## config.mk

```make
export PLATFORM = sky130hd
export DESIGN_NAME = dither_top
export DESIGN_NICKNAME = d
export VERILOG_FILES = /design/src/source/dither_pkg.sv /design/src/source/diffusion_core.sv /design/src/source/dither_top.sv /design/src/source/error_line_buffer.sv /design/src/source/gray_convert.sv /design/src/source/pipe_stage.sv
export VERILOG_INCLUDE_DIRS = /design/src /design/src/include
export SDC_FILE = /design/constraint.sdc
export NUM_CORES = 2
export LEC_CHECK = 0
export BUFFER_PORTS_ARGS = -buffer_cell sky130_fd_sc_hd__buf_2
export CORE_MARGIN = 5
export CORE_UTILIZATION = 55
export DETAILED_ROUTE_END_ITERATION = 8
export PLACE_DENSITY = 0.71
export SLEW_MARGIN = 30
export SYNTH_ARGS = -nofsm -noshare
export SYNTH_HDL_FRONTEND = slang
export SYNTH_SLANG_ARGS = --single-unit
```

## constraint.sdc

```tcl
create_clock -name clk_pixel -period 42.5 [get_ports clk_pixel]
set_input_delay 2.125 -clock clk_pixel [delete_from_list [all_inputs] [get_ports clk_pixel]]
set_output_delay 2.125 -clock clk_pixel [all_outputs]
set_load 0.05 [all_outputs]
```

## src/include/dither_defines.svh

```systemverilog
`ifndef DITHER_DEFINES_SVH
`define DITHER_DEFINES_SVH

// camera frame geometry
`define FRAME_WIDTH  320 // pixels per line
`define FRAME_HEIGHT 240 // lines per frame

// tag widths, sized for the video counters
`define HCOUNT_W 11 // column tag
`define VCOUNT_W 10 // row tag

// gray level width after conversion
`define GRAY_W 8

// signed error width
// holds one gray value plus both carried shares
`define ERR_W 11

// value subtracted from the sum when a dot is set
`define GRAY_FULL 255

`endif

```

## src/source/dither_pkg.sv

```systemverilog
`default_nettype none

`include "dither_defines.svh"

package dither_pkg;

  typedef logic [15:0] rgb565_t; // r[15:11] g[10:5] b[4:0]

  typedef logic [`GRAY_W-1:0] gray_t;
  typedef logic signed [`ERR_W-1:0] err_t; // diffusion error or saturated sum
  typedef logic [`HCOUNT_W-1:0] hcount_t;
  typedef logic [`VCOUNT_W-1:0] vcount_t;

  // gray rule select
  typedef enum logic [1:0] {
    avg   = 2'd0, // weighted channel sum, about a third
    red   = 2'd1,
    green = 2'd2,
    blue  = 2'd3
  } gray_sel_t;

  // beat between converter and ditherer
  typedef struct packed {
    gray_t   gray;
    hcount_t hcount;
    vcount_t vcount;
  } gray_beat_t;

  // beat leaving the ditherer
  typedef struct packed {
    logic    dot; // 1 = white dot
    gray_t   gray;
    hcount_t hcount;
    vcount_t vcount;
  } dot_beat_t;

endpackage

`default_nettype wire

```

## src/source/diffusion_core.sv

```systemverilog
`timescale 1ns/1ps
`default_nettype none

`include "dither_defines.svh"

// error diffusion ditherer
// half the error goes right, the rest goes down one row
module diffusion_core import dither_pkg::*; #(
  parameter int line_width = `FRAME_WIDTH
) (
  input  wire          clk_pixel,
  input  wire          rst_n,
  // gray stream in
  input  wire          g_valid,
  output logic         g_ready,
  input  wire gray_t   g_gray,
  input  wire hcount_t g_hcount,
  input  wire vcount_t g_vcount,
  input  wire gray_t   threshold, // dot when sum reaches this
  // dot stream out
  output logic         out_valid,
  input  wire          out_ready,
  output logic         out_dot,
  output gray_t        out_gray,
  output hcount_t      out_hcount,
  output vcount_t      out_vcount
);

  // full scale as an error value
  localparam err_t gray_full_e = err_t'(`GRAY_FULL);

  logic                      accept;
  err_t                      right_carry; // share from the pixel to the left
  err_t                      carry_term;
  err_t                      up_err;      // raw buffer read
  err_t                      up_term;
  logic signed [`ERR_W+1:0]  sum_wide;    // 13 bits, no overflow before clamp
  err_t                      sum_sat;
  err_t                      thr_ext;
  logic                      dot;
  err_t                      err_new;
  err_t                      right_share;
  err_t                      down_share;
  dot_beat_t                 beat_in;
  dot_beat_t                 beat_out;

  assign accept = g_valid && g_ready;

  // no carry into column 0, nothing above row 0
  assign carry_term = (g_hcount == '0) ? '0 : right_carry;
  assign up_term    = (g_vcount == '0) ? '0 : up_err;

  // gray zero extended, carries sign extended
  assign sum_wide = $signed({{(`ERR_W-`GRAY_W+2){1'b0}}, g_gray}) + carry_term + up_term;

  // clamp to -1024 .. 1023
  always_comb begin
    if (sum_wide > $signed({3'b000, {(`ERR_W-1){1'b1}}})) begin
      sum_sat = {1'b0, {(`ERR_W-1){1'b1}}};
    end else if (sum_wide < $signed({3'b111, {(`ERR_W-1){1'b0}}})) begin
      sum_sat = {1'b1, {(`ERR_W-1){1'b0}}};
    end else begin
      sum_sat = sum_wide[`ERR_W-1:0];
    end
  end

  assign thr_ext = {{(`ERR_W-`GRAY_W){1'b0}}, threshold}; // always positive
  assign dot     = (sum_sat >= thr_ext);

  // a set dot spends full scale, cannot underflow since sum >= 0 here
  assign err_new = dot ? (sum_sat - gray_full_e) : sum_sat;

  // floor of half, remainder goes down
  assign right_share = err_new >>> 1;
  assign down_share  = err_new - right_share;

  always_ff @(posedge clk_pixel or negedge rst_n) begin
    if (!rst_n) begin
      right_carry <= '0;
    end else if (accept) begin
      right_carry <= right_share;
    end
  end

  error_line_buffer #(
    .line_width(line_width)
  ) err_buf (
    .clk_pixel(clk_pixel),
    .rd_col(g_hcount),
    .rd_err(up_err),
    .wr_en(accept),       // only on a real transfer
    .wr_col(g_hcount),
    .wr_err(down_share)
  );

  always_comb begin
    beat_in.dot    = dot;
    beat_in.gray   = g_gray;
    beat_in.hcount = g_hcount;
    beat_in.vcount = g_vcount;
  end

  pipe_stage #(
    .payload_t(dot_beat_t)
  ) dot_stage (
    .clk_pixel(clk_pixel),
    .rst_n(rst_n),
    .in_valid(g_valid),
    .in_ready(g_ready),
    .in_data(beat_in),
    .out_valid(out_valid),
    .out_ready(out_ready),
    .out_data(beat_out)
  );

  assign out_dot    = beat_out.dot;
  assign out_gray   = beat_out.gray;
  assign out_hcount = beat_out.hcount;
  assign out_vcount = beat_out.vcount;

endmodule

`default_nettype wire

```

## src/source/dither_top.sv

```systemverilog
`timescale 1ns/1ps
`default_nettype none

`include "dither_defines.svh"

// camera pixel in, dithered dot out, two cycles when unstalled
module dither_top import dither_pkg::*; #(
  parameter int line_width = `FRAME_WIDTH
) (
  input  wire            clk_pixel,
  input  wire            rst_n,
  input  wire            in_valid,
  output logic           in_ready,
  input  wire rgb565_t   in_pixel,
  input  wire hcount_t   in_hcount,
  input  wire vcount_t   in_vcount,
  input  wire gray_sel_t gray_sel,  // gray rule
  input  wire gray_t     threshold, // dot threshold
  output logic           out_valid,
  input  wire            out_ready,
  output logic           out_dot,
  output gray_t          out_gray,
  output hcount_t        out_hcount,
  output vcount_t        out_vcount
);

  // converter to ditherer
  logic    g_valid;
  logic    g_ready;
  gray_t   g_gray;
  hcount_t g_hcount;
  vcount_t g_vcount;

  gray_convert gray_conv (
    .clk_pixel(clk_pixel),
    .rst_n(rst_n),
    .in_valid(in_valid),
    .in_ready(in_ready),
    .in_pixel(in_pixel),
    .in_hcount(in_hcount),
    .in_vcount(in_vcount),
    .gray_sel(gray_sel),
    .g_valid(g_valid),
    .g_ready(g_ready),
    .g_gray(g_gray),
    .g_hcount(g_hcount),
    .g_vcount(g_vcount)
  );

  diffusion_core #(
    .line_width(line_width)
  ) diffuse (
    .clk_pixel(clk_pixel),
    .rst_n(rst_n),
    .g_valid(g_valid),
    .g_ready(g_ready),
    .g_gray(g_gray),
    .g_hcount(g_hcount),
    .g_vcount(g_vcount),
    .threshold(threshold),
    .out_valid(out_valid),
    .out_ready(out_ready),
    .out_dot(out_dot),
    .out_gray(out_gray),
    .out_hcount(out_hcount),
    .out_vcount(out_vcount)
  );

endmodule

`default_nettype wire

```

## src/source/error_line_buffer.sv

```systemverilog
`timescale 1ns/1ps
`default_nettype none

`include "dither_defines.svh"

// one row of downward error shares, indexed by column
// read is combinational, write lands on the clock edge
module error_line_buffer import dither_pkg::*; #(
  parameter int line_width = `FRAME_WIDTH // columns per row
) (
  input  wire          clk_pixel,
  // read port, current column
  input  wire hcount_t rd_col,
  output err_t         rd_err,
  // write port, share for the next row
  input  wire          wr_en,
  input  wire hcount_t wr_col,
  input  wire err_t    wr_err
);

  // index width, at least one bit even for a one column line
  localparam int col_w = (line_width > 1) ? $clog2(line_width) : 1;

  err_t             err_row [line_width]; // shares left by the row above
  logic [col_w-1:0] rd_idx;
  logic [col_w-1:0] wr_idx;

  // columns never exceed line_width - 1
  // so dropping the upper tag bits loses nothing
  assign rd_idx = rd_col[col_w-1:0];
  assign wr_idx = wr_col[col_w-1:0];

  // async read
  // same column written this cycle still reads the old entry,
  // which is the share from one row up
  assign rd_err = err_row[rd_idx];

  always_ff @(posedge clk_pixel) begin
    if (wr_en) begin
      err_row[wr_idx] <= wr_err; // overwrite once consumed
    end
  end

endmodule

`default_nettype wire

```

## src/source/gray_convert.sv

```systemverilog
`timescale 1ns/1ps
`default_nettype none

`include "dither_defines.svh"

// rgb565 to 8 bit gray, one register stage
module gray_convert import dither_pkg::*; (
  input  wire            clk_pixel,
  input  wire            rst_n,
  // camera pixel stream
  input  wire            in_valid,
  output logic           in_ready,
  input  wire rgb565_t   in_pixel,
  input  wire hcount_t   in_hcount,
  input  wire vcount_t   in_vcount,
  input  wire gray_sel_t gray_sel, // sampled with each beat
  // gray stream to the ditherer
  output logic           g_valid,
  input  wire            g_ready,
  output gray_t          g_gray,
  output hcount_t        g_hcount,
  output vcount_t        g_vcount
);

  gray_t              red8;      // channels padded up to 8 bits
  gray_t              green8;
  gray_t              blue8;
  logic [`GRAY_W+1:0] chan_sum;  // 10 bits, max 748
  logic [`GRAY_W+1:0] avg_full;  // scaled sum before truncation
  gray_t              gray_next;
  gray_beat_t         beat_in;
  gray_beat_t         beat_out;

  // low bits zero filled
  assign red8   = {in_pixel[15:11], 3'b000};
  assign green8 = {in_pixel[10:5], 2'b00};
  assign blue8  = {in_pixel[4:0], 3'b000};

  assign chan_sum = {2'b00, red8} + {2'b00, green8} + {2'b00, blue8};

  // 1/4 + 1/16 + 1/64, close to a divide by three
  assign avg_full = (chan_sum >> 2) + (chan_sum >> 4) + (chan_sum >> 6);

  always_comb begin
    case (gray_sel)
      avg:     gray_next = avg_full[`GRAY_W-1:0]; // never above 244
      red:     gray_next = red8;
      green:   gray_next = green8;
      blue:    gray_next = blue8;
      default: gray_next = avg_full[`GRAY_W-1:0];
    endcase
  end

  always_comb begin
    beat_in.gray   = gray_next;
    beat_in.hcount = in_hcount; // tags ride along untouched
    beat_in.vcount = in_vcount;
  end

  pipe_stage #(
    .payload_t(gray_beat_t)
  ) gray_stage (
    .clk_pixel(clk_pixel),
    .rst_n(rst_n),
    .in_valid(in_valid),
    .in_ready(in_ready),
    .in_data(beat_in),
    .out_valid(g_valid),
    .out_ready(g_ready),
    .out_data(beat_out)
  );

  assign g_gray   = beat_out.gray;
  assign g_hcount = beat_out.hcount;
  assign g_vcount = beat_out.vcount;

endmodule

`default_nettype wire

```

## src/source/pipe_stage.sv

```systemverilog
`timescale 1ns/1ps
`default_nettype none

// single register slice on a valid/ready stream
// full throughput as long as the sink keeps ready high
module pipe_stage #(
  parameter type payload_t = logic [7:0] // whatever the stage carries
) (
  input  wire           clk_pixel,
  input  wire           rst_n,
  // upstream side
  input  wire           in_valid,
  output logic          in_ready,
  input  wire payload_t in_data,
  // downstream side
  output logic          out_valid,
  input  wire           out_ready,
  output payload_t      out_data
);

  logic take; // beat enters this cycle
  logic give; // held beat leaves this cycle

  assign give = out_valid && out_ready;

  // room when empty, or when the held beat drains this cycle
  assign in_ready = !out_valid || out_ready;

  assign take = in_valid && in_ready;

  // occupancy flag
  always_ff @(posedge clk_pixel or negedge rst_n) begin
    if (!rst_n) begin
      out_valid <= 1'b0;
    end else if (take) begin
      out_valid <= 1'b1; // refill, or replace the leaving beat
    end else if (give) begin
      out_valid <= 1'b0; // drained with nothing behind it
    end
  end

  // payload only moves on accept
  // so it stays put while the sink stalls
  always_ff @(posedge clk_pixel) begin
    if (take) begin
      out_data <= in_data;
    end
  end

endmodule

`default_nettype wire

```

==> results by group <==
Timing
  • Slew @ Worst Pin: 1050 ps
  • Relative slew slack: 30.3%
  • Pins Over Slew Limit: 0
  • Crit path time final: 17280 ps
  • Final hold viol count: 0
  • Final worst setup slack: 25220 ps
  • Finish-stage setup viols: 0
  • Final period util: 40.7%
  • Fmax: 0.0579 GHz
  • RSZ-0062 raised after global routing: no
  • Final Skew: 58.8 ps
  • Fin Setup TNS: 0 ps

Synth
  • Top_reg_cell synth: edfxtp_1
  • Synth Area per Inst: 23.8 um2
  • Area contributors post-synth: edfxtp_1 (77%), mux4_2 (19%), nor2_1 (0.93%)
  • Yosys cell types: 66
  • Register area share after synthesis: approximately 77%
  • Post-Syn Nets: 6024
  • Ys async rst share: 0.333%
  • FF+latch count, synth: 3600
  • EDFF count, synth: 3579
  • Synth top area share: 76.6%
  • Synthesized cell area: 140000 um2
  • Synth Instances: between 5k and 6k
  • Cell accounting for the most synthesized area: edfxtp_1
  • Ys Warns: 0

Global routing
  • Total grt overflow: 0
  • Vias in the first global route: approximately 67k
  • Largest net degree at the start of global routing: between 200 and 250
  • Initial antenna violation count: 19
  • First-pass GRT wire length: 487000 um
  • GRT Util Overall: 25.6%

Die
  • FP Rows: 185
  • Die height: just over 500 um
  • Die width: between 500 and 600 um
  • Die ar.: 265000 um2
  • Core area: ~250000 um2
  • I/O pin count: 83
  • Starting Density: 55.2%

Routing
  • Uppermost layer routed: met5
  • Wire length on met2: 165000 um
  • Via count: 65.6k
  • M1 WL: 126000 um
  • DR vias/cell: 6.59
  • Routed wire length: ~340000 um
  • DRC Markers: 0
  • Antenna Nets Post-Route: 0
  • Drt first pass iters: 5
  • DR WL/cell: between 30 and 40 um
  • Starting DRT DRC Count: 8813
  • DR WL met3: ~35000 um

Place
  • RePlAce Congestion: 0.898
  • Buffers added on ports: 82
  • Place WS: 24430 ps
  • DP HPWL: 193000 um

Cells and area
  • Synthesis-to-finish area growth: 12.5%
  • Nets: 6433
  • Layout cell share with drive strength beyond 1: 34.1%

Worst setup path
  • CP max stage delay: between 700 and 800 ps
  • Worst path arrival time: 17910 ps
  • CP Launch Type: flop
  • Critical-path top delay cell: buf_4
  • Worst-path fanout max: 96
  • Nature of the critical path endpoint: flop
  • Cell repeated most along the worst path: buf_4
  • Critical Path RT: 43130 ps
  • Critical path class: flop to flop

Clocking
  • Post_cts resized: 0
  • Max Root-Sink Buffers: 4
  • Clock latency on the worst-skew pair: 980 ps
  • Root buffer cell: clkbuf_16
  • Clk slew on worst S/H paths: 60 ps
  • Num CTS Buffers: 361
  • Clock tree sinks: between 3k and 4k
  • Htree depth: 5
  • Setup Buffers After CTS: 0
  • CTS tree: done
  • # hold bufs at CTS: 0

Outcome
  • Outcome: finished, final reports clean

Worst hold path
  • HP Start: gray_conv.gray_stage.out_data[9]
  • Hold WC Path Type: flop to flop

Run
  • Max Cap Viol: 0
-- kinds of logic after synthesis --
family	share of synthesized area (%)
DFF	77.0
muxes	18.8
and+or+nand+nor	1.56
buffers and inverters	1.19
AOI/OAI and AO/OA	0.610
adders and majority gates	0.697
xor gates and xnor gates	0.169
-- sequential cells by signal (all words and copies together), names as in the netlist, named ones only --
name,cells
diffuse.dot_stage.out_data,30
diffuse.dot_stage.out_valid,1
diffuse.right_carry,10
diffuse.err_buf.err_row,3520
gray_conv.gray_stage.out_data,29
gray_conv.gray_stage.out_valid,1
-- final timing paths --
check | slack, ps | depth (start not counted) | endpoint
worst max-delay path | 25220 | 43 | diffuse.err_buf.err_row[154][9]
worst min register to register | 440 | 0 | diffuse.dot_stage.out_data[9]
min in group asynchronous | 1080 | 1 | gray_conv.gray_stage.out_valid
worst min-delay path | 440 | 0 | diffuse.dot_stage.out_data[9]
max in group asynchronous | 41060 | 1 | diffuse.right_carry[8]
worst max register to register | 25220 | 43 | diffuse.err_buf.err_row[154][9]
-- synth_stat cells, types with 4 or more instances --
cell	number
a211oi_1	9
a21boi_0	4
a21o_1	14
a21oi_1	26
a22oi_1	11
and2_1	11
and3_1	5
buf_1	33
buf_2	87
buf_4	15
buf_6	8
clkbuf_1	181
dfrtp_1	12
dfxtp_1	9
edfxtp_1	3579
fa_1	17
ha_1	51
inv_1	59
mux2_2	25
mux4_2	1160
nand2_1	83
nand2b_1	7
nand3_1	23
nand4_1	4
nor2_1	346
nor2b_1	10
nor3_1	9
nor3b_1	7
nor4_1	4
o21ai_0	16
o21bai_1	7
xnor2_1	15
xor2_1	12
-- layout make-up --
cell class,instances,area [um2]
Inverter,59,241
Sequential cell,3600,108000
Multi-Input combinational cell,1922,31200
Timing Repair Buffer,370,2970
Fill cell,16500,96100
Clock inverter,198,1790
Tap cell,3366,4210
Antenna cell,16,40.0
Clock buffer,435,9430
-- cell usage in the layout (no fill, tap or decap), drive strengths merged, types with 4 or more instances in the layout --
cell type  synthesis  layout
dfrtp             12      12
and3               5       5
inv               59      66
nand4              4       4
nand2             83      83
mux4            1160    1160
bufinv             0      31
xor2              12      12
a21boi             5       5
clkinv             0     148
a21o              14      14
a211oi             9       9
and2              12      12
nor2             346     346
clkinvlp           0      12
a21oi             26      26
ha                51      51
nand2b             7       7
a22oi             11      11
nor3b              7       7
clkbuf           181     435
o21bai             7       7
fa                17      17
mux2              25      25
buf              143     370
o21ai             18      18
diode              0      16
nor2b             10      10
nand3             23      23
nor4               4       4
nor3               9       9
edfxtp          3579    3579
dfxtp              9       9
xnor2             15      15
-- through the flow --
stage / std cells / hold WS, ps / cell area (um2) / utilization (%)
finish: 9966 / 441 / 158000 / 62.2
global route: 9959 / 458 / 158000 / 62.2
CTS: 9944 / 444 / 158000 / 62.1
detailed placement: 9311 / 436 / 146000 / 57.6
global placement: 9307 / 428 / 146000 / 57.5
floorplan: 5905 / 417 / 140000 / -
-- worst max-delay path, delay by kind of cell (launching register included) --
kind / cells / cell delay, ps
AOI/OAI and AO/OA: 15 / 3960
adders and majority gates: 5 / 1710
buffers and inverters: 11 / 5910
DFF: 1 / 730
muxes: 4 / 2030
and+or+nand+nor: 8 / 2090
-- per-layer routing --
metal  global-route usage (%)  vias to the layer above
li1                         -                    26000
met1                     36.4                    35200
met2                     40.4                     3809
met3                     5.83                      582
met4                     8.26                        8
met5                        0                        -
Power is left out: the tool's default activity adds up to more than one toggle a clock period on the data nets, which glitch-free logic cannot reach.
